**config.mk**
```make
export PLATFORM = sky130hd
export DESIGN_NAME = tenure_watchdog
export DESIGN_NICKNAME = d
export VERILOG_FILES = /design/src/logic/wb_bus_pkg.sv /design/src/logic/tenure_watchdog.sv
export VERILOG_INCLUDE_DIRS = /design/src /design/src/logic
export SDC_FILE = /design/constraint.sdc
export NUM_CORES = 1
export LEC_CHECK = 0
export BUFFER_PORTS_ARGS = -buffer_cell sky130_fd_sc_hd__buf_2
export CAP_MARGIN = 40
export CORE_AREA = 2 2 39 41
export DETAILED_ROUTE_END_ITERATION = 8
export DIE_AREA = 0 0 41 43
export PLACE_DENSITY = 0.46
export SETUP_SLACK_MARGIN = 0.2
export SLEW_MARGIN = 10
export SYNTH_ARGS = -nofsm -noshare
export SYNTH_HDL_FRONTEND = slang
export SYNTH_SLANG_ARGS = --single-unit
```
**constraint.sdc**
```tcl
create_clock -name clk_i -period 2.77 [get_ports clk_i]
set_input_delay 0.277 -clock clk_i [delete_from_list [all_inputs] [get_ports clk_i]]
set_output_delay 0.277 -clock clk_i [all_outputs]
set_load 0.05 [all_outputs]
```
**src/logic/wb_bus_defines.svh**
```systemverilog
`ifndef WB_BUS_DEFINES_SVH
`define WB_BUS_DEFINES_SVH

////////////////////
// bus sizing
////////////////////

// masters sharing the bus
`define WB_NUM_MASTERS 4

// word address and data widths
`define WB_ADDR_W 10
`define WB_DATA_W 32
`define WB_SEL_W (`WB_DATA_W / 8)

// words backed by the ram, anything above is unmapped
`define WB_RAM_DEPTH 256

// access cycles without ack before the bus answers with err
`define WB_WDOG_LIMIT 16

`endif

```
**src/logic/wb_bus_pkg.sv**
```systemverilog
`include "wb_bus_defines.svh"

package wb_bus_pkg;

  ////////////////////
  // scalar types
  ////////////////////

  // word address, data word and byte lanes
  typedef logic [`WB_ADDR_W-1:0] wb_addr_t;
  typedef logic [`WB_DATA_W-1:0] wb_data_t;
  typedef logic [`WB_SEL_W-1:0]  wb_sel_t;

  // master number as reported by the arbiter
  typedef logic [$clog2(`WB_NUM_MASTERS)-1:0] master_idx_t;

  // must be able to hold the limit itself
  typedef logic [$clog2(`WB_WDOG_LIMIT+1)-1:0] wdog_cnt_t;

  ////////////////////
  // bus structs
  ////////////////////

  // driven by a master, held until ack or err
  typedef struct packed {
    logic     cyc;
    logic     stb;
    logic     we;
    wb_addr_t adr;
    wb_sel_t  sel;
    wb_data_t dat;
  } wb_req_t;

  // seen by a master, dat only meaningful with ack
  typedef struct packed {
    logic     ack;
    logic     err;
    wb_data_t dat;
  } wb_rsp_t;

  // one bus tenure
  typedef enum logic [1:0] {
    IDLE,
    ACCESS,
    RECOVER
  } tenure_state_e;

endpackage

```
**src/logic/tenure_watchdog.sv**
```systemverilog
`timescale 1ns/1ps
`include "wb_bus_defines.svh"

module tenure_watchdog import wb_bus_pkg::*; (
  input  logic clk_i,
  input  logic rst_ni,
  // high for every ACCESS cycle of a tenure
  input  logic run_i,
  // tenure has gone unanswered for the limit
  output logic expired_o
);

  ////////////////////
  // access counter
  ////////////////////

  localparam wdog_cnt_t limit = wdog_cnt_t'(`WB_WDOG_LIMIT);

  wdog_cnt_t cnt_q;

  // first ACCESS cycle sees zero, so expiry lands in the cycle after
  // limit full access cycles without ack
  // gated by run so the held count does not leak into RECOVER
  assign expired_o = run_i & (cnt_q == limit);

  always_ff @(posedge clk_i or negedge rst_ni) begin
    if (!rst_ni) begin
      cnt_q <= '0;
    end else if (!run_i) begin
      // every tenure starts from zero
      cnt_q <= '0;
    end else if (!expired_o) begin
      cnt_q <= cnt_q + 1'b1;
    end
  end

endmodule

```
==> metrics.md <==
| Metric | Value |
|---|---|
| Via count | `208` |
| Die W | `41 um` |
| FP Rows | `14` |
| Final Skew | `2.424 ps` |
| Most Used Layer, Global Route | `met4` |
| Fin Setup TNS | `0 ps` |
| Setup CP Type | `flop to output pin` |
| Final Util | `0.2604` |
| Cell internal pwr | `140.8 uW` |
| Fill cell count | `141` |
| Syn_nets | `33` |
| I/O pins | `4` |
| Mux share of post-synthesis cell area | `0.1362` |
| Total leakage power | `0.1723 nW` |
| Met1 GRT Util | `0.09477` |
| R2r endpoint | `cnt_q[0]$_DFFE_PN0P_` |
| First-pass GRT wire length | `938 um` |
| Fraction of layout cells with a size suffix above 1 | `0.2286` |
| Final setup viols | `0` |
| RSZ-0062 raised after global routing | `no` |
| Gpl congestion | `0.7108` |
| Most frequent cells in the layout | `5 x nand2_1, 5 x dfrtp_1, 4 x mux2i_1` |
| Largest net degree at the start of global routing | `11` |
| WP data required | `2490 ps` |
| Crit share post-route | `0.6642` |
| Nets | `41` |
| Switching Power | `48.89 uW` |
| Clock power share | `0.473` |
| CTS tree | `done` |
| Final Max Slew Viols | `0` |
| Met2 Use GR | `0.1094` |
| Detail Route Antenna Nets | `0` |
| Pwr Total | `189.7 uW` |
| Mapped Cells | `28` |
| # clock sinks | `5` |
| # diodes | `0` |
| Max IR drop VDD | `0.1420 mV` |
| Post-DP HPWL | `393.4 um` |
| Area Overhead vs Synth | `22.55%` |
| Pwr dens | `526.5 mW/mm^2` |
| Yosys cell types | `12` |
| Sw Share | `0.2577` |
| GRT Util Overall | `0.08880` |
| Biggest regs | `cnt_q x5` |
| Mean post-synth cell area | `10.50 sq um` |
| Main combinational cell family by area after synthesis | `simple AND/OR/NAND/NOR gates` |
| Combinational share of power | `0.099` |
| Reg with most FFs | `cnt_q` |
| Post-synthesis sequential area ratio | `0.4255` |
| Hold Crit Class | `input port to flop` |
| Ys Warns | `0` |
| Core area | `0.001384 sq mm` |
| Complex-gate fraction of the synthesized area | `0` |
| Design Area, Final | `360.3 sq um` |
| Die area | `0.001763 sq mm` |
| Final hold vios | `0` |
| Die H | `43 um` |
| TritonCTS Buffers | `3` |
| Gr ovfl total | `0` |
| Initial antenna violation count | `0` |
| Number of flip-flops in the largest register | `5` |
| Measured slew at the worst slew-check pin | `247.4 ps` |
| Fmax | `543.5 MHz` |
| Synth Register Bits | `5` |
| XOR/XNOR Fraction of Synth Area | `0.02979` |
| Tmin final | `1840 ps` |
| Worst Hold Margin | `363.6 ps` |
| Router iterations before antenna repair | `4` |
| CP endpoint kind | `output pin` |
| Synthesized area | `294.0 sq um` |
| Vias in the first global route | `220` |
| Worst slew margin | `0.8362` |
| Root Buffer | `clkbuf_4` |
| Crit Reg-Reg Startpoint | `cnt_q[0]$_DFFE_PN0P_` |
| Iteration-0 DRC count of the detailed router | `2` |
| Crit Path Max Fanout | `5` |
| Setup crit start kind | `flop` |
| Synth Area in Adders | `0.08511` |
| DP Area | `324.1 sq um` |
| Reg clk slew, reported paths | `50 ps` |
| Avg Vias per Cell | `4.078` |
| Outcome | `complete, no violations` |
| Min-Delay Path Depth | `3` |
| Met3 usage | `0.03141` |
| Worst hold start | `run_i` |
| Flop pwr share | `0.428` |
| Initial Utilization | `0.2125` |
| Flop2flop setup slack | `1580 ps` |
| Max-cap violations | `0` |
| DR WL/cell | `10.98 um` |
| Later-pin clock latency in the skew report | `250 ps` |
| Clk buf depth | `2` |
| Port bufs | `3` |
| Simple-Gate Fraction of Synth Area | `0.2809` |
| DRC | `0` |
| Routed WL | `560 um` |
| H-Tree Depth | `1` |
| Reg2reg path depth | `4` |
| WP data arrival | `1560 ps` |
| Worst Hold End | `cnt_q[3]$_DFFE_PN0P_` |
[worst max-delay path, stage by stage (launching register included)]
cell and delay (ps):
dfrtp_1 410, inv_1 80, ha_1 150, and4bb_4 280
and2_1 130, buf_2 250
[cells by family after synthesis]
family,Yosys count
AND/OR/NAND/NOR,13
flip-flops,5
multiplexers,4
buffers and inverters,3
adder cells (fa/ha/maj),2
XOR/XNOR,1
[power by group through the flow]
stage / Sequential (mW) / Clock (mW) / Combinational, mW
finish: 0.0812 / 0.0897 / 0.0188
global route: 0.0815 / 0.0939 / 0.0214
CTS: 0.0810 / 0.0905 / 0.0194
detailed placement: 0.0822 / 0 / 0.0182
global placement: 0.0819 / 0 / 0.0167
floorplan: 0.0813 / 0 / 0.0126
[stage by stage]
step | std cells | setup slack (ps)
global route | 51 | 875.8
CTS | 51 | 918.2
finish | 51 | 930.1
floorplan | 28 | 1220
detailed placement | 46 | 1190
global placement | 46 | 1241
[cell type report]
| class | count | area, sq um | share of cell area |
|---|---|---|---|
| clock buffers | 4 | 26.28 | 0.07292 |
| flip-flops and latches | 5 | 125.1 | 0.3472 |
| repair buffers | 4 | 25.02 | 0.06944 |
| inverters | 2 | 7.507 | 0.02083 |
| well taps | 16 | 20.02 | 0.05556 |
| multi-input cells | 20 | 156.4 | 0.4340 |
[metal layers]
layer / vias up / routed length [um]
met2: 7 / 237
met1: 93 / 251
li1: 104 / -
met5: - / 0
met3: 4 / 40
met4: 0 / 31
[synth_stat cells]
master / number / area [sq um]
xnor2_1: 1 / 8.760
dfrtp_1: 5 / 125.1
nand3_1: 2 / 10.01
nor3b_2: 1 / 12.51
nand2_1: 5 / 18.77
and4bb_4: 1 / 16.27
and2_1: 1 / 6.260
ha_1: 2 / 25.02
buf_2: 1 / 5.000
inv_1: 2 / 7.510
mux2i_1: 4 / 40.04
nand2b_1: 3 / 18.77
[how the worst max path moves through the flow]
stage	startpoint	endpoint	cells after the start
2_1_floorplan	cnt_q[0]$_DFFE_PN0P_	expired_o	4
3_3_place_gp	cnt_q[0]$_DFFE_PN0P_	expired_o	5
3_5_place_dp	cnt_q[0]$_DFFE_PN0P_	expired_o	5
4_1_cts	cnt_q[0]$_DFFE_PN0P_	expired_o	5
5_1_grt	cnt_q[0]$_DFFE_PN0P_	expired_o	5
6_report	cnt_q[0]$_DFFE_PN0P_	expired_o	5
[what timing repair did]
item	4_1_cts	5_1_grt
endpoints found under the hold margin	5	0
gates resized for setup	0	0
hold buffers	1	0
setup buffers	0	0
(Power assumes the default switching activity.)
