**config.mk**
```make
export PLATFORM = sky130hd
export DESIGN_NAME = bus_tenure_fsm
export DESIGN_NICKNAME = d
export VERILOG_FILES = /design/src/logic/wb_bus_pkg.sv /design/src/logic/bus_tenure_fsm.sv
export VERILOG_INCLUDE_DIRS = /design/src /design/src/logic
export SDC_FILE = /design/constraint.sdc
export NUM_CORES = 1
export LEC_CHECK = 0
export ABC_AREA = 1
export CAP_MARGIN = 40
export CORE_AREA = 10 10 98 100
export CTS_CLUSTER_DIAMETER = 40
export CTS_CLUSTER_SIZE = 16
export DETAILED_ROUTE_END_ITERATION = 10
export DIE_AREA = 0 0 108 110
export DONT_BUFFER_PORTS = 1
export HOLD_SLACK_MARGIN = 0.08
export PLACE_DENSITY = 0.38
export SYNTH_ARGS = -nofsm -noshare
export SYNTH_HDL_FRONTEND = slang
export SYNTH_SLANG_ARGS = --single-unit
```
**constraint.sdc**
```tcl
create_clock -name clk_i -period 1.1 [get_ports clk_i]
set_input_delay 0.275 -clock clk_i [delete_from_list [all_inputs] [get_ports clk_i]]
set_output_delay 0.275 -clock clk_i [all_outputs]
set_load 0.03 [all_outputs]
```
**src/logic/wb_bus_defines.svh**
```systemverilog
`ifndef WB_BUS_DEFINES_SVH
`define WB_BUS_DEFINES_SVH

////////////////////
// bus sizing
////////////////////

// masters sharing the bus
`define WB_NUM_MASTERS 4

// word address and data widths
`define WB_ADDR_W 10
`define WB_DATA_W 32
`define WB_SEL_W (`WB_DATA_W / 8)

// words backed by the ram, anything above is unmapped
`define WB_RAM_DEPTH 256

// access cycles without ack before the bus answers with err
`define WB_WDOG_LIMIT 16

`endif

```
**src/logic/wb_bus_pkg.sv**
```systemverilog
`include "wb_bus_defines.svh"

package wb_bus_pkg;

  ////////////////////
  // scalar types
  ////////////////////

  // word address, data word and byte lanes
  typedef logic [`WB_ADDR_W-1:0] wb_addr_t;
  typedef logic [`WB_DATA_W-1:0] wb_data_t;
  typedef logic [`WB_SEL_W-1:0]  wb_sel_t;

  // master number as reported by the arbiter
  typedef logic [$clog2(`WB_NUM_MASTERS)-1:0] master_idx_t;

  // must be able to hold the limit itself
  typedef logic [$clog2(`WB_WDOG_LIMIT+1)-1:0] wdog_cnt_t;

  ////////////////////
  // bus structs
  ////////////////////

  // driven by a master, held until ack or err
  typedef struct packed {
    logic     cyc;
    logic     stb;
    logic     we;
    wb_addr_t adr;
    wb_sel_t  sel;
    wb_data_t dat;
  } wb_req_t;

  // seen by a master, dat only meaningful with ack
  typedef struct packed {
    logic     ack;
    logic     err;
    wb_data_t dat;
  } wb_rsp_t;

  // one bus tenure
  typedef enum logic [1:0] {
    IDLE,
    ACCESS,
    RECOVER
  } tenure_state_e;

endpackage

```
**src/logic/bus_tenure_fsm.sv**
```systemverilog
`timescale 1ns/1ps
`include "wb_bus_defines.svh"

module bus_tenure_fsm import wb_bus_pkg::*; (
  input  logic                                clk_i,
  input  logic                                rst_ni,
  // arbitrated request and owner from the tree
  input  logic                                arb_req_i,
  input  wb_req_t                             arb_data_i,
  input  logic    [`WB_NUM_MASTERS-1:0]       arb_gnt_i,
  output logic                                arb_gnt_o,
  // watchdog
  output logic                                wdog_run_o,
  input  logic                                wdog_expired_i,
  // ram port
  output wb_req_t                             ram_req_o,
  input  wb_rsp_t                             ram_rsp_i,
  // per master responses
  output wb_rsp_t [`WB_NUM_MASTERS-1:0]       m_rsp_o
);

  tenure_state_e state_d, state_q;
  logic          in_access;
  logic          done;

  assign in_access = (state_q == ACCESS);

  // tenure ends on ram ack or on watchdog expiry
  assign done = in_access & (ram_rsp_i.ack | wdog_expired_i);

  ////////////////////
  // state machine
  ////////////////////

  always_comb begin
    state_d = state_q;
    case (state_q)
      IDLE: begin
        // tree already holds a winner, start the access
        if (arb_req_i) begin
          state_d = ACCESS;
        end
      end
      ACCESS: begin
        if (done) begin
          state_d = RECOVER;
        end
      end
      RECOVER: begin
        // one cycle for the owner to drop cyc and stb
        state_d = IDLE;
      end
      default: begin
        state_d = IDLE;
      end
    endcase
  end

  always_ff @(posedge clk_i or negedge rst_ni) begin
    if (!rst_ni) begin
      state_q <= IDLE;
    end else begin
      state_q <= state_d;
    end
  end

  ////////////////////
  // outputs
  ////////////////////

  // termination also rotates the tree pointer and releases the lock
  assign arb_gnt_o  = done;
  assign wdog_run_o = in_access;

  // ram sees the owner's cycle only while in ACCESS
  always_comb begin
    ram_req_o     = arb_data_i;
    ram_req_o.cyc = arb_data_i.cyc & in_access;
    ram_req_o.stb = arb_data_i.stb & in_access;
  end

  // tree grant is one-hot on termination, so only the owner sees ack or err
  // err only when the watchdog fired, read data goes to everyone
  always_comb begin
    for (int m = 0; m < `WB_NUM_MASTERS; m++) begin
      m_rsp_o[m].ack = arb_gnt_i[m] & ram_rsp_i.ack & ~wdog_expired_i;
      m_rsp_o[m].err = arb_gnt_i[m] & wdog_expired_i;
      m_rsp_o[m].dat = ram_rsp_i.dat;
    end
  end

endmodule

```
==> results.json <==
{
  "grt_overflow": 0,
  "dpl-instance-area_um2": 367.9,
  "fin_crit_sh_pct": 115.5,
  "start_util_pct": 19.65,
  "grt_pass1_vias": 458,
  "cp.required_ns": 0.82,
  "ys_ff_latch": 2,
  "cts-root-buf": "clkbuf_8",
  "startpoint_type": "flip-flop",
  "dieWidth_um": 108,
  "final_util_pct": 5.628,
  "slew_violations": 0,
  "yosysUniqueCellTypes": 8,
  "leakage_nw": 0.1839,
  "criticalPathCategory": "flip-flop to output port",
  "swShare_pct": 37.93,
  "vias": 382,
  "design_area_um2": 430.4,
  "setup_viol": 4,
  "pwr-share-clk_pct": 45.4,
  "drive_gt1_share_pct": 38.10,
  "gp_congestion": 0.6967,
  "drtIter0Drc": 7,
  "path_clk_slew_ns": 0.03,
  "cts_tree": "built",
  "grt_start_max_net_pins": 10,
  "ys_seq_area_share_pct": 3.331,
  "cts_buffers": 3,
  "drc": 0,
  "synth_top_cell_by_area": "buf_4",
  "synth_xor_xnor_area_share_pct": 0,
  "synth_fa_ha_area_share_pct": 0,
  "die_area_mm2": 0.01188,
  "gr-usage-all-layers_pct": 3.459,
  "finalNetCount": 135,
  "synth_simple_gate_area_share_pct": 6.495,
  "synthToLayoutAreaGrowth_pct": -71.36,
  "antenna_found_initial": 0,
  "yosys.area.top_type_share_pct": 87.43,
  "synth_fp_nets": 299,
  "clk_path_buf_depth": 2,
  "grt_pass1_wl_mm": 2.939,
  "n_antenna_cell": 0,
  "htree_levels": 1,
  "cp_data_arrival_time_ns": 1.00,
  "cellInternalPower_uw": 397.7,
  "p_per_area_mw_per_mm2": 1489,
  "syn_area_mm2": 0.001503,
  "rsz0062_at_grt": "true",
  "endpoint_kind": "output port",
  "synthTopCellsByArea": "buf_4 87%, dfrtp_1 3.3%, nand2_1 2.7%, nor2_1 2.2%, inv_1 1.7%",
  "via_per_inst": 2.653,
  "worst-path-max-fanout": 4,
  "worst_slack_ns": -0.1704,
  "hpwl_mm": 1.987,
  "layout_commonest_cell": "nand2_1",
  "top_regs": "state_q: 2 flops",
  "p_switching_uw": 243.1,
  "rows": 32,
  "finalCriticalPeriod_ns": 1.270,
  "portBuffers": 0,
  "min_path_type": "primary input to flip-flop",
  "fmax_ghz": 0.7872,
  "hold_viol": 0,
  "max_cap_viol_count": 0,
  "detail_route.wirelength_mm": 2.407,
  "synthCells": 208,
  "max_slew.worst_pin.slew_ns": 0.2868,
  "top_register": "state_q",
  "syn_area_per_cell_um2": 7.224,
  "fin_skew_ns": 0.002536,
  "die_height_um": 110,
  "cts_sinks": 2,
  "synth_top_family_by_area": "buffers and inverters",
  "clock_latency_ns": 0.21,
  "n_fill_cell": 902,
  "core_mm2": 0.007647,
  "violations": "setup timing",
  "ys.warnings.count": 0,
  "slew_headroom_pct": 80.86,
  "firstDrtPassIters": 2,
  "largest_reg_flops": 2,
  "routedWlPerCell_um": 16.72,
  "synthMuxAreaShare_pct": 0,
  "peakVddDrop_mv": 0.2172,
  "postRouteAntennaNets": 0,
  "status": "finished, violations left",
  "pwr-share-comb_pct": 38.8,
  "seqPwrFrac_pct": 15.9,
  "synth-compound-area-share_pct": 0,
  "mostFrequentLayoutCells": "11 x nand2_1, 6 x inv_1, 6 x nor2_1",
  "pin_count": 278
}
-- critical path: stages (launching register included) --
cell,delay [ns]
dfrtp_1,0.39
nor2_4,0.12
inv_4,0.08
nor2_4,0.19
-- power by group through the flow --
stage	combinational (mW)	sequential (mW)	clock (mW)
floorplan	1.38	0.101	0
global placement	0.233	0.102	0
detailed placement	0.232	0.102	0
CTS	0.254	0.101	0.299
global route	0.265	0.102	0.304
finish	0.249	0.102	0.291
-- metrics by stage --
stage	setup WS (ns)	hold slack [ns]	TNS (ns)	std cells	power, mW
floorplan	-0.1057	-0.02059	-0.2705	208	1.483
global placement	0.01535	-0.02044	0	139	0.3347
detailed placement	0.01712	-0.02043	0	139	0.3347
CTS	-0.1829	0.1924	-0.6900	144	0.6546
global route	-0.2179	0.2026	-0.8354	144	0.6718
finish	-0.1704	0.1951	-0.6493	144	0.6408
-- metal layers --
| layer | vias to the layer above | track usage [%] | part of all wire (%) |
|---|---|---|---|
| met1 | 122 | 0.6067 | 11 |
| li1 | 109 | - | - |
| met3 | 85 | 3.714 | 29 |
| met2 | 66 | 4.052 | 34 |
| met4 | 0 | 10.59 | 25 |
| met5 | - | 0 | 0 |
-- logic make-up after synthesis --
kind of cell	after synthesis
flip-flops	2
AND/OR/NAND/NOR	22
buffers and inverters	184
-- cell type report --
| cell class | count | area (um2) | share of cell area, % |
|---|---|---|---|
| inverters | 8 | 32.53 | 7.558 |
| flip-flops and latches | 2 | 50.05 | 11.63 |
| multi-input cells | 22 | 120.1 | 27.91 |
| repair buffers | 7 | 58.81 | 13.66 |
| clock buffers | 3 | 41.29 | 9.593 |
| well taps | 102 | 127.6 | 29.65 |
-- path summary, 6_finish.rpt --
kind,from,endpoint,slack (ns),depth (start not counted)
setup / recovery,state_q[1]$_DFFE_PN0P_,ram_req_o[48],-0.17,3
hold / removal,arb_req_i,state_q[0]$_DFFE_PN0P_,0.20,2
setup reg to reg,state_q[0]$_DFFE_PN0P_,state_q[0]$_DFFE_PN0P_,0.13,6
hold reg to reg,state_q[0]$_DFFE_PN0P_,state_q[0]$_DFFE_PN0P_,0.53,3
max in group asynchronous,rst_ni,state_q[0]$_DFFE_PN0P_,0.66,1
min in group asynchronous,rst_ni,state_q[1]$_DFFE_PN0P_,0.31,1
-- repair_timing --
| item | 4_1_cts | 5_1_grt |
|---|---|---|
| hold buffers | 1 | 0 |
| buffers inserted | 1 | 0 |
| resized for setup | 1 | 0 |
| endpoints found under the setup margin | 4 | 4 |
| pin swaps | 1 | 0 |
| hold endpoints to repair | 2 | 0 |
-- synthesized netlist by cell type, drive strengths merged --
| library cell | number |
|---|---|
| dfrtp | 2 |
| nor2 | 11 |
| inv | 8 |
| nand2 | 11 |
| buf | 176 |
(Power assumes the default switching activity.)
