$ cat src/logic/wb_bus_defines.svh
`ifndef WB_BUS_DEFINES_SVH
`define WB_BUS_DEFINES_SVH

////////////////////
// bus sizing
////////////////////

// masters sharing the bus
`define WB_NUM_MASTERS 4

// word address and data widths
`define WB_ADDR_W 10
`define WB_DATA_W 32
`define WB_SEL_W (`WB_DATA_W / 8)

// words backed by the ram, anything above is unmapped
`define WB_RAM_DEPTH 256

// access cycles without ack before the bus answers with err
`define WB_WDOG_LIMIT 16

`endif

$ cat src/logic/wb_bus_pkg.sv
`include "wb_bus_defines.svh"

package wb_bus_pkg;

  ////////////////////
  // scalar types
  ////////////////////

  // word address, data word and byte lanes
  typedef logic [`WB_ADDR_W-1:0] wb_addr_t;
  typedef logic [`WB_DATA_W-1:0] wb_data_t;
  typedef logic [`WB_SEL_W-1:0]  wb_sel_t;

  // master number as reported by the arbiter
  typedef logic [$clog2(`WB_NUM_MASTERS)-1:0] master_idx_t;

  // must be able to hold the limit itself
  typedef logic [$clog2(`WB_WDOG_LIMIT+1)-1:0] wdog_cnt_t;

  ////////////////////
  // bus structs
  ////////////////////

  // driven by a master, held until ack or err
  typedef struct packed {
    logic     cyc;
    logic     stb;
    logic     we;
    wb_addr_t adr;
    wb_sel_t  sel;
    wb_data_t dat;
  } wb_req_t;

  // seen by a master, dat only meaningful with ack
  typedef struct packed {
    logic     ack;
    logic     err;
    wb_data_t dat;
  } wb_rsp_t;

  // one bus tenure
  typedef enum logic [1:0] {
    IDLE,
    ACCESS,
    RECOVER
  } tenure_state_e;

endpackage

$ cat src/logic/rr_arb_tree.sv
`timescale 1ns/1ps
`include "wb_bus_defines.svh"

module rr_arb_tree import wb_bus_pkg::*; #(
  parameter int unsigned num_in = `WB_NUM_MASTERS
) (
  input  logic                 clk_i,
  input  logic                 rst_ni,
  // one request bit and one payload per input
  input  logic    [num_in-1:0] req_i,
  input  wb_req_t [num_in-1:0] data_i,
  output logic    [num_in-1:0] gnt_o,
  // arbitrated side, gnt_i terminates the current winner
  input  logic                 gnt_i,
  output logic                 req_o,
  output wb_req_t              data_o,
  output master_idx_t          idx_o
);

  // tree of two-input nodes, node 0 is the root
  localparam int unsigned num_levels = $clog2(num_in);
  localparam int unsigned num_nodes  = 2**num_levels - 1;

  logic    [num_nodes-1:0][num_levels-1:0] idx_nodes;
  wb_req_t [num_nodes-1:0]                 data_nodes;
  logic    [num_nodes-1:0]                 req_nodes;
  logic    [num_nodes-1:0]                 gnt_nodes;

  // rotating priority pointer
  logic [num_levels-1:0] rr_d, rr_q;
  // lock-in of the request vector
  logic [num_in-1:0] req_d, req_q;
  logic              lock_d, lock_q;

  // decision comes out of the root
  assign req_o  = req_nodes[0];
  assign data_o = data_nodes[0];
  assign idx_o  = master_idx_t'(idx_nodes[0]);

  ////////////////////
  // lock and pointer
  ////////////////////

  // a pending request without termination freezes the inputs seen by the tree
  assign lock_d = req_o & ~gnt_i;
  assign req_d  = lock_q ? req_q : req_i;

  // on termination move one step past the winner, wrap at the last input
  always_comb begin
    rr_d = rr_q;
    if (gnt_i && req_o) begin
      if (idx_nodes[0] == num_levels'(num_in - 1)) begin
        rr_d = '0;
      end else begin
        rr_d = idx_nodes[0] + 1'b1;
      end
    end
  end

  always_ff @(posedge clk_i or negedge rst_ni) begin
    if (!rst_ni) begin
      rr_q   <= '0;
      req_q  <= '0;
      lock_q <= 1'b0;
    end else begin
      rr_q   <= rr_d;
      req_q  <= req_d;
      lock_q <= lock_d;
    end
  end

  ////////////////////
  // arbitration tree
  ////////////////////

  // grant enters at the root and walks down the selected path
  assign gnt_nodes[0] = gnt_i;

  for (genvar lvl = 0; lvl < num_levels; lvl++) begin : gen_level
    for (genvar n = 0; n < 2**lvl; n++) begin : gen_node
      localparam int unsigned node  = 2**lvl - 1 + n;
      localparam int unsigned child = 2**(lvl+1) - 1 + 2*n;

      if (lvl == num_levels - 1) begin : gen_leaf
        // leaves look straight at the request inputs
        if (2*n + 1 < num_in) begin : gen_pair
          logic sel;
          // right side wins if it asks and this level's pointer bit is set
          assign sel = ~req_d[2*n] | (req_d[2*n+1] & rr_q[num_levels-1-lvl]);
          assign req_nodes[node]  = req_d[2*n] | req_d[2*n+1];
          assign idx_nodes[node]  = num_levels'(sel);
          assign data_nodes[node] = sel ? data_i[2*n+1] : data_i[2*n];
          assign gnt_o[2*n]       = gnt_nodes[node] & req_d[2*n] & ~sel;
          assign gnt_o[2*n+1]     = gnt_nodes[node] & req_d[2*n+1] & sel;
        end else if (2*n + 1 == num_in) begin : gen_single
          // odd input count, last leaf has one input
          assign req_nodes[node]  = req_d[2*n];
          assign idx_nodes[node]  = '0;
          assign data_nodes[node] = data_i[2*n];
          assign gnt_o[2*n]       = gnt_nodes[node] & req_d[2*n];
        end else begin : gen_empty
          // padding leaf, never requests
          assign req_nodes[node]  = 1'b0;
          assign idx_nodes[node]  = '0;
          assign data_nodes[node] = '0;
        end
      end else begin : gen_inner
        logic sel;
        assign sel = ~req_nodes[child] | (req_nodes[child+1] & rr_q[num_levels-1-lvl]);
        assign req_nodes[node] = req_nodes[child] | req_nodes[child+1];
        // prepend this level's decision to the winning child's index
        assign idx_nodes[node] = sel ?
            num_levels'({1'b1, idx_nodes[child+1][num_levels-lvl-2:0]}) :
            num_levels'({1'b0, idx_nodes[child][num_levels-lvl-2:0]});
        assign data_nodes[node]   = sel ? data_nodes[child+1] : data_nodes[child];
        assign gnt_nodes[child]   = gnt_nodes[node] & ~sel;
        assign gnt_nodes[child+1] = gnt_nodes[node] & sel;
      end
    end
  end

endmodule

$ cat config.mk
export PLATFORM = sky130hd
export DESIGN_NAME = rr_arb_tree
export DESIGN_NICKNAME = d
export VERILOG_FILES = /design/src/logic/wb_bus_pkg.sv /design/src/logic/rr_arb_tree.sv
export VERILOG_INCLUDE_DIRS = /design/src /design/src/logic
export SDC_FILE = /design/constraint.sdc
export NUM_CORES = 1
export LEC_CHECK = 0
export BUFFER_PORTS_ARGS = -buffer_cell sky130_fd_sc_hd__buf_4
export CORE_AREA = 2 2 102 104
export CTS_CLUSTER_SIZE = 14
export DETAILED_ROUTE_END_ITERATION = 6
export DIE_AREA = 0 0 104 106
export PLACE_DENSITY = 0.61
export SYNTH_ARGS = -nofsm -noshare
export SYNTH_HDL_FRONTEND = slang
export SYNTH_SLANG_ARGS = --single-unit
$ cat constraint.sdc
create_clock -name clk_i -period 2.98 [get_ports clk_i]
set_input_delay 0.596 -clock clk_i [delete_from_list [all_inputs] [get_ports clk_i]]
set_output_delay 0.596 -clock clk_i [all_outputs]
set_load 0.005 [all_outputs]
==> results_dict.tcl, run 1 <==
set metrics [dict create \
    relSlewSlack 0.631 \
    required_ns 2.38 \
    ctsHoldBuffers 0 \
    arrival_ns 2.28 \
    firstDrtPassIters 4 \
    path_clk_slew_ns 0.04 \
    clkSinkCount 7 \
    final_max_slew_viol_count 0 \
    num_antenna_cells 0 \
    powerDensity_nw_per_um2 414 \
    via_per_inst 4.73 \
    final_nets 716 \
    avgSynthCellArea_um2 8.38 \
    period_share 0.966 \
    crit_type "in2out" \
    clock.fmax_mhz 347 \
    ios 259 \
    grt_overflow 0 \
    wl_per_cell_um 15.6 \
    antenna_found_initial 0 \
    coreArea_um2 10000 \
    vias 3062 \
    grt.total_usage 0.170 \
    rsz0062_at_grt "false" \
    rows 37 \
    numPortBuffers 258 \
    max-cap-violations 0 \
    max-clock-path-buffers 2 \
    postRouteWirelength_um 10100 \
    cp-start-kind "primary input" \
    r2r-end "rr_q[1]" \
    yosys_register_bits 7 \
    r2r_start "lock_q" \
    cts_inserted_buffers 3 \
    dieArea_um2 11000 \
    synth_warnings 0 \
    min-delay-path-class "in2async" \
    ctsRootBufferMaster "clkbuf_8" \
    p_int_mw 1.05 \
    dp_hpwl_um 8300 \
    p_switching_mw 0.774 \
    ys_seq_area_frac 0.0783 \
    setup-tns-final_ns 0 \
    drc 0 \
    ant_nets 0 \
    p_seq_frac 0.069 \
    min_period_ns 2.88 \
    reg2regPathDepth 5 \
    hold_viol 0 \
    cts_tree "yes" \
    die_w_um 104 \
    area_delta_synth_final_pct 97.4 \
    finalClockSkew_ns 0.00265 \
    syn_nets 470 \
    cts-htree-levels 1 \
    status "finished, final reports clean" \
    netlist_area_um2 2240 \
    grt_first_pass_wirelength_um 15700 \
    chipHeight_um 106 \
    finalSetupViolations 0 \
    rrSetupSlack_ns 1.08 \
    setup_ws_ns 0.100 \
    p_comb_frac 0.859 \
    drt_iter0_drc 104 \
    cp-startpoint "req_i[2]" \
    p_sw_frac 0.424 \
    insertion_delay_ns 0.23 \
    end_kind "output pin" \
    place.gp.congestion 0.777 \
    ir_worst_vdd_mv 0.180 \
    yosysUniqueCellTypes 30 \
    worst_pin_slew_ns 0.553 \
    syn-instance-count 267 \
    power.share.clock 0.073 \
    cp_max_fo 4 \
    start_util 0.224 \
    grt_pass1_vias 3216 \
    grt_max_degree 51 \
    leakagePower_nw 2.31 \
    layout-drive-gt1-share 0.645 \
    pre_cts_ws_ns 0.0694 \
]
==> cells by family after synthesis <==
| kind of cell | Yosys count | synth area share |
|---|---|---|
| AND/OR/NAND/NOR | 67 | 0.159 |
| buffers and inverters | 79 | 0.156 |
| flip-flops | 7 | 0.0783 |
| AO/OA/AOI/OAI | 59 | 0.357 |
| multiplexers | 55 | 0.249 |
==> flip-flops by register name (all words and copies together) (netlist names) <==
register / flops
lock_q: 1
req_q: 4
rr_q: 2
==> placed cells by master, fill, tap and decap left out, types with 2 or more instances in the layout <==
| cell type | n |
|---|---|
| buf_4 | 263 |
| inv_1 | 49 |
| mux2i_1 | 49 |
| nand3_1 | 49 |
| o221ai_2 | 48 |
| buf_12 | 6 |
| dfrtp_1 | 6 |
| mux2_2 | 3 |
| nor2_1 | 3 |
| nand2_1 | 3 |
| clkbuf_8 | 3 |
| mux2_1 | 2 |
| nor3b_1 | 2 |
| a21boi_0 | 2 |
| a21boi_1 | 2 |
| and2_1 | 2 |
| a21oi_1 | 2 |
| a31oi_1 | 2 |
==> through the flow <==
step           power, mW  hold WS (ns)  cell area, um^2  instances  utilization
6_report            1.83         0.171             4420        648        0.442
5_1_grt             1.95         0.170             4420        648        0.442
4_1_cts             1.84         0.169             4400        647        0.440
3_5_place_dp        1.70         0.412             4360        643        0.436
3_3_place_gp        1.68         0.414             4360        643        0.436
2_1_floorplan      0.944         0.300             2240        267            -
==> worst max path at each step <==
stage                     cells after the start          to
after floorplan                               6   data_o[0]
after global placement                        8  data_o[45]
after detailed placement                      7  data_o[20]
after CTS                                     6  data_o[20]
after global routing                          8  data_o[44]
final                                         7  data_o[48]
==> area by class of cell <==
| class | count | area [um^2] |
|---|---|---|
| fill | 993 | 5580 |
| timing repair buffer | 270 | 2110 |
| multi-input combinational | 181 | 1730 |
| inverter | 50 | 188 |
| sequential | 7 | 176 |
| tap | 136 | 170 |
| clock buffer | 4 | 45.0 |
==> cell usage after synthesis, drive strengths merged <==
library cell  count  share of area
a21boi            4          0.013
a21o              1         0.0034
a21oi             2         0.0045
a2bb2o            1         0.0045
a31oi             2         0.0056
and2              3         0.0084
and4              1         0.0039
buf              13          0.045
clkbuf           16          0.027
dfrtp             7          0.078
inv              50          0.084
mux2              5          0.025
mux2i            50           0.22
nand2             3         0.0050
nand3            50           0.11
nor2              3         0.0050
nor2b             1         0.0028
nor3              1         0.0022
nor3b             2         0.0067
o221ai           49           0.33
or3               1         0.0028
or3b              1         0.0039
or4b              1         0.0045
==> timing repair <==
action,CTS,global route
endpoints found under the setup margin,0,43
setup buffers,0,1
gates resized for setup,0,2
==> per-layer routing <==
metal	global-route usage	share of wire	vias to the layer above
met3	0.0294	0.059	8
met2	0.343	0.57	147
met5	0	0	-
li1	-	-	1488
met4	0.0405	0.010	0
met1	0.183	0.36	1419
==> critical path: stages <==
cell	delay (ns)
buf_4	0.12
or3_1	0.39
nand3_2	0.11
or4b_4	0.52
buf_4	0.19
o221ai_1	0.21
buf_4	0.15
==> power groups by stage <==
stage | clock network (mW) | logic (mW) | registers [mW]
6_report | 0.133 | 1.57 | 0.126
5_1_grt | 0.141 | 1.69 | 0.127
4_1_cts | 0.136 | 1.58 | 0.125
3_5_place_dp | 0 | 1.57 | 0.126
3_3_place_gp | 0 | 1.56 | 0.126
2_1_floorplan | 0 | 0.824 | 0.120
(Power assumes the default switching activity.)
==> run 2, diff against run 1 <==
--- a/config.mk
+++ b/config.mk
@@ -7,10 +7,12 @@
 export NUM_CORES = 1
 export LEC_CHECK = 0
 export BUFFER_PORTS_ARGS = -buffer_cell sky130_fd_sc_hd__buf_4
+export CAP_MARGIN = 25
 export CORE_AREA = 2 2 102 104
 export CTS_CLUSTER_SIZE = 14
 export DETAILED_ROUTE_END_ITERATION = 6
 export DIE_AREA = 0 0 104 106
+export MAX_ROUTING_LAYER = met4
 export PLACE_DENSITY = 0.61
 export SYNTH_ARGS = -nofsm -noshare
 export SYNTH_HDL_FRONTEND = slang
==> run 2 against run 1 <==
Net effect:
- critical path depth is the same
- worst setup slack barely moved
- register-to-register slack about the same
- die area stayed put
- combinational power about the same
- fmax barely moved
- core utilization did not move
- global-route usage is 0.50 points higher
- sequential share of layout area unchanged
- count of clock-buffer cells in the layout did not move
- largest cell class unchanged
- highest routed layer unchanged
==> results_dict.tcl, run 2 (synthesis gave the netlist of run 1 again) <==
set metrics [dict create \
    postRouteWirelength_um 10100 \
    numPortBuffers 258 \
    place_inst 643 \
    path_cells "buf_4 > or3_1 > nand3_2 > or4b_4 > buf_4 > o221ai_1 > buf_4" \
    ctsHoldBuffers 0 \
    critical_path.max_stage_delay_ns 0.52 \
    reg2regPathDepth 5 \
    leakagePower_nw 2.31 \
    final_max_slew_viol_count 0 \
    via_per_inst 4.73 \
    final_common_cell "buf_4" \
    max-cap-violations 0 \
    drc 0 \
    die_w_um 104 \
    slowest_stage "or4b_4" \
    r2r_start "lock_q" \
    clkSinkCount 7 \
    relSlewSlack 0.626 \
    ir_worst_vdd_mv 0.179 \
    coreArea_um2 10000 \
    crit_family "simple AND/OR/NAND/NOR gates" \
    cp_max_fo 4 \
    regMostFlops "req_q" \
    place.gp.congestion 0.788 \
    chipHeight_um 106 \
    cts-htree-levels 1 \
    mostFrequentLayoutCells "buf_4, inv_1, mux2i_1, nand3_1, o221ai_2" \
    rows 37 \
    insertion_delay_ns 0.23 \
    clock.fmax_mhz 347 \
    ant_nets 0 \
    path_buf_inv 3 \
    cp-start-kind "primary input" \
    final_cells 648 \
    drt_iter0_drc 109 \
    cts_tree "yes" \
    start_util 0.224 \
    vias 3066 \
    min_period_ns 2.88 \
    rrSetupSlack_ns 1.08 \
    required_ns 2.38 \
    antenna_found_initial 0 \
    crit_type "in2out" \
    status "finished, final reports clean" \
    grt_max_degree 51 \
    finalSetupViolations 0 \
    powerDensity_nw_per_um2 414 \
    final_nets 716 \
    grt_overflow 0 \
    grt.total_usage 0.175 \
    layout-drive-gt1-share 0.645 \
    largest_reg_flops 4 \
    hold_viol 0 \
    cpMostUsedCell "buf_4" \
    min-delay-path-class "in2async" \
    grt_pass1_vias 3214 \
    rsz0062_at_grt "false" \
    cts_inserted_buffers 3 \
    grt_first_pass_wirelength_um 15700 \
    ctsRootBufferMaster "clkbuf_8" \
    holdWs_ns 0.170 \
    r2r-end "rr_q[1]" \
    period_share 0.966 \
    max-clock-path-buffers 2 \
    ios 259 \
    num_antenna_cells 0 \
    setup-tns-final_ns 0 \
    dieArea_um2 11000 \
    arrival_ns 2.28 \
    firstDrtPassIters 4 \
    path_clk_slew_ns 0.04 \
    wl_per_cell_um 15.6 \
    end_kind "output pin" \
    largest_registers "req_q x4, rr_q x2, lock_q x1" \
    dp_hpwl_um 8300 \
    finalClockSkew_ns 0.00275 \
    area_delta_synth_final_pct 97.4 \
    worst_pin_slew_ns 0.561 \
]
==> run 2: area by class of cell <==
type                            instances  area [um^2]
Sequential cell                         7          176
Inverter                               50          188
Tap cell                              136          170
Timing Repair Buffer                  270         2110
Multi-Input combinational cell        181         1730
Fill cell                             993         5580
Clock buffer                            4         45.0
==> run 2: per-layer routing <==
metal	vias up	share of wire	track usage
met5	-	0	-
met4	0	0.012	0.0405
met3	10	0.050	0.0233
met2	145	0.57	0.342
met1	1421	0.37	0.188
li1	1490	-	-
==> run 2: stage by stage <==
step | util | setup WS (ns) | instance area (um^2) | power (mW)
floorplan | - | 0.368 | 2240 | 0.944
detailed placement | 0.436 | 0.0694 | 4360 | 1.70
global placement | 0.436 | 0.0793 | 4360 | 1.68
finish | 0.442 | 0.101 | 4420 | 1.83
global route | 0.442 | 0.0336 | 4420 | 1.95
CTS | 0.440 | 0.0513 | 4400 | 1.84
==> run 2: worst max-delay path by stage <==
stage          slack (ns)    endpoint  cells after the start      from
6_report             0.10  data_o[48]                      7  req_i[2]
4_1_cts              0.05  data_o[20]                      6    lock_q
5_1_grt              0.03  data_o[44]                      8  req_i[2]
3_3_place_gp         0.08  data_o[45]                      8  req_i[2]
2_1_floorplan        0.37   data_o[0]                      6  req_i[2]
3_5_place_dp         0.07  data_o[20]                      7  req_i[0]
==> run 2: repair_timing <==
action                     4_1_cts  5_1_grt
setup endpoints to repair        0       43
buffers inserted                 0        1
resized for setup                0        2
==> run 2: report_power, final <==
group	leakage, nW	internal, mW	switching (mW)
Combinational	2.21	0.851	0.718
Clock	0.0228	0.0925	0.0403
Sequential	0.0802	0.111	0.0152
==> run 3, diff against run 2 <==
--- a/config.mk
+++ b/config.mk
@@ -14,6 +14,8 @@
 export DIE_AREA = 0 0 104 106
 export MAX_ROUTING_LAYER = met4
 export PLACE_DENSITY = 0.61
+export RECOVER_POWER = 25
+export SLEW_MARGIN = 15
 export SYNTH_ARGS = -nofsm -noshare
 export SYNTH_HDL_FRONTEND = slang
 export SYNTH_SLANG_ARGS = --single-unit
==> run 3 against run 2 <==
Net effect:
- non-clock buffer count unchanged
- fmax about the same
- wire length up 0.15%
- cell area down 0.17%
- register-to-register slack about the same
==> results_dict.tcl, run 3 (synthesis gave the netlist of run 1 again) <==
set metrics [dict create \
    status "finished, final reports clean" \
    numPortBuffers 258 \
    finalSetupViolations 0 \
    pre_cts_ws_ns 0.0694 \
    path_buf_inv 3 \
    arrival_ns 2.28 \
    postRouteWirelength_um 10100 \
    required_ns 2.38 \
    ir_worst_vdd_mv 0.179 \
    powerDensity_nw_per_um2 414 \
    crit_type "in2out" \
    worst_pin_slew_ns 0.562 \
    slowest_stage "or4b_4" \
    reg2regPathDepth 5 \
    dp_hpwl_um 8300 \
    ios 259 \
    cts_inserted_buffers 3 \
    cp-start-kind "primary input" \
    coreArea_um2 10000 \
    grt.total_usage 0.175 \
    cp_max_fo 4 \
    ctsHoldBuffers 0 \
    largest_reg_flops 4 \
    r2r-end "rr_q[1]" \
    dieArea_um2 11000 \
    area_delta_synth_final_pct 97.0 \
    ctsRootBufferMaster "clkbuf_8" \
    insertion_delay_ns 0.23 \
    rsz0062_at_grt "false" \
    ant_nets 0 \
    grt-busiest-layer "met2" \
    max-clock-path-buffers 2 \
    relSlewSlack 0.625 \
    via_per_inst 4.76 \
    grt.met1_usage 0.188 \
    final_max_slew_viol_count 0 \
    min-delay-path-class "in2async" \
    max-cap-violations 0 \
    end_kind "output pin" \
    vias 3083 \
    drc 0 \
    layout-drive-gt1-share 0.641 \
    path_cells "buf_4 > or3_1 > nand3_2 > or4b_4 > buf_4 > o221ai_1 > buf_4" \
    power.total_mw 1.83 \
    grt_max_degree 51 \
    grt_first_pass_wirelength_um 15700 \
    hold_viol 0 \
    period_share 0.967 \
    fill_cells 994 \
    grt_use_met2 0.342 \
    grt_pass1_vias 3214 \
    setup-tns-final_ns 0 \
    multi_input_area_um2 1730 \
    die_w_um 104 \
    rrSetupSlack_ns 1.08 \
    cts_tree "yes" \
    place_inst 643 \
    firstDrtPassIters 4 \
    r2r_start "lock_q" \
    largest_registers "req_q x4, rr_q x2, lock_q x1" \
    clkSinkCount 7 \
    antenna_found_initial 0 \
    grt_overflow 0 \
    leakagePower_nw 2.31 \
    final_cells 648 \
    setup_ws_ns 0.0994 \
    cpMostUsedCell "buf_4" \
    wl_per_cell_um 15.6 \
    clock.fmax_mhz 347 \
    place.gp.congestion 0.788 \
    rows 37 \
    path_clk_slew_ns 0.04 \
    num_antenna_cells 0 \
    finalClockSkew_ns 0.00285 \
    seqCellArea_um2 176 \
    mostFrequentLayoutCells "buf_4, inv_1, mux2i_1, nand3_1, o221ai_2" \
    crit_family "simple AND/OR/NAND/NOR gates" \
    start_util 0.224 \
    critical_path.max_stage_delay_ns 0.52 \
    final_common_cell "buf_4" \
    min_period_ns 2.88 \
    final_nets 716 \
    regMostFlops "req_q" \
    grt_util_met3 0.0233 \
    drt_iter0_drc 111 \
    cts-htree-levels 1 \
    chipHeight_um 106 \
]
-- run 3: per-stage QoR --
step / utilization / hold slack (ns) / cell area, um^2
global placement: 0.436 / 0.414 / 4360
global route: 0.441 / 0.278 / 4410
CTS: 0.440 / 0.169 / 4400
detailed placement: 0.436 / 0.412 / 4360
floorplan: - / 0.300 / 2240
finish: 0.441 / 0.251 / 4410
-- run 3: where the power goes --
group,switching (mW),internal [mW]
combinational,0.718,0.849
clock,0.0403,0.0925
sequential,0.0152,0.111
total,0.774,1.05
-- run 3: worst max path at each step --
stage | from | depth (start not counted) | to
after floorplan | req_i[2] | 6 | data_o[0]
after global placement | req_i[2] | 8 | data_o[45]
after detailed placement | req_i[0] | 7 | data_o[20]
after CTS | lock_q | 6 | data_o[20]
after global routing | req_i[2] | 8 | data_o[44]
final | req_i[2] | 7 | data_o[48]
-- run 3: worst register-to-register path: stages, from the launching register on --
cell and delay [ns]:
dfrtp_2 0.45, or3_1 0.39, nand3_2 0.11, or4b_4 0.52
buf_12 0.19, a31oi_1 0.15
-- run 3: final cells by class --
class                           instances  share of cell area
Inverter                               50              0.0426
Multi-Input combinational cell        181               0.393
Tap cell                              136              0.0386
Clock buffer                            4              0.0102
Sequential cell                         7              0.0400
Timing Repair Buffer                  270               0.476
-- run 3: what timing repair did --
item	in CTS	in global routing
setup endpoints to repair	0	43
gates resized for setup	0	2
buffers inserted	0	1
-- run 3: layer usage --
metal / up-vias / part of all wire
li1: 1493 / -
met1: 1429 / 0.37
met2: 151 / 0.57
met3: 10 / 0.052
met4: 0 / 0.012
met5: - / 0
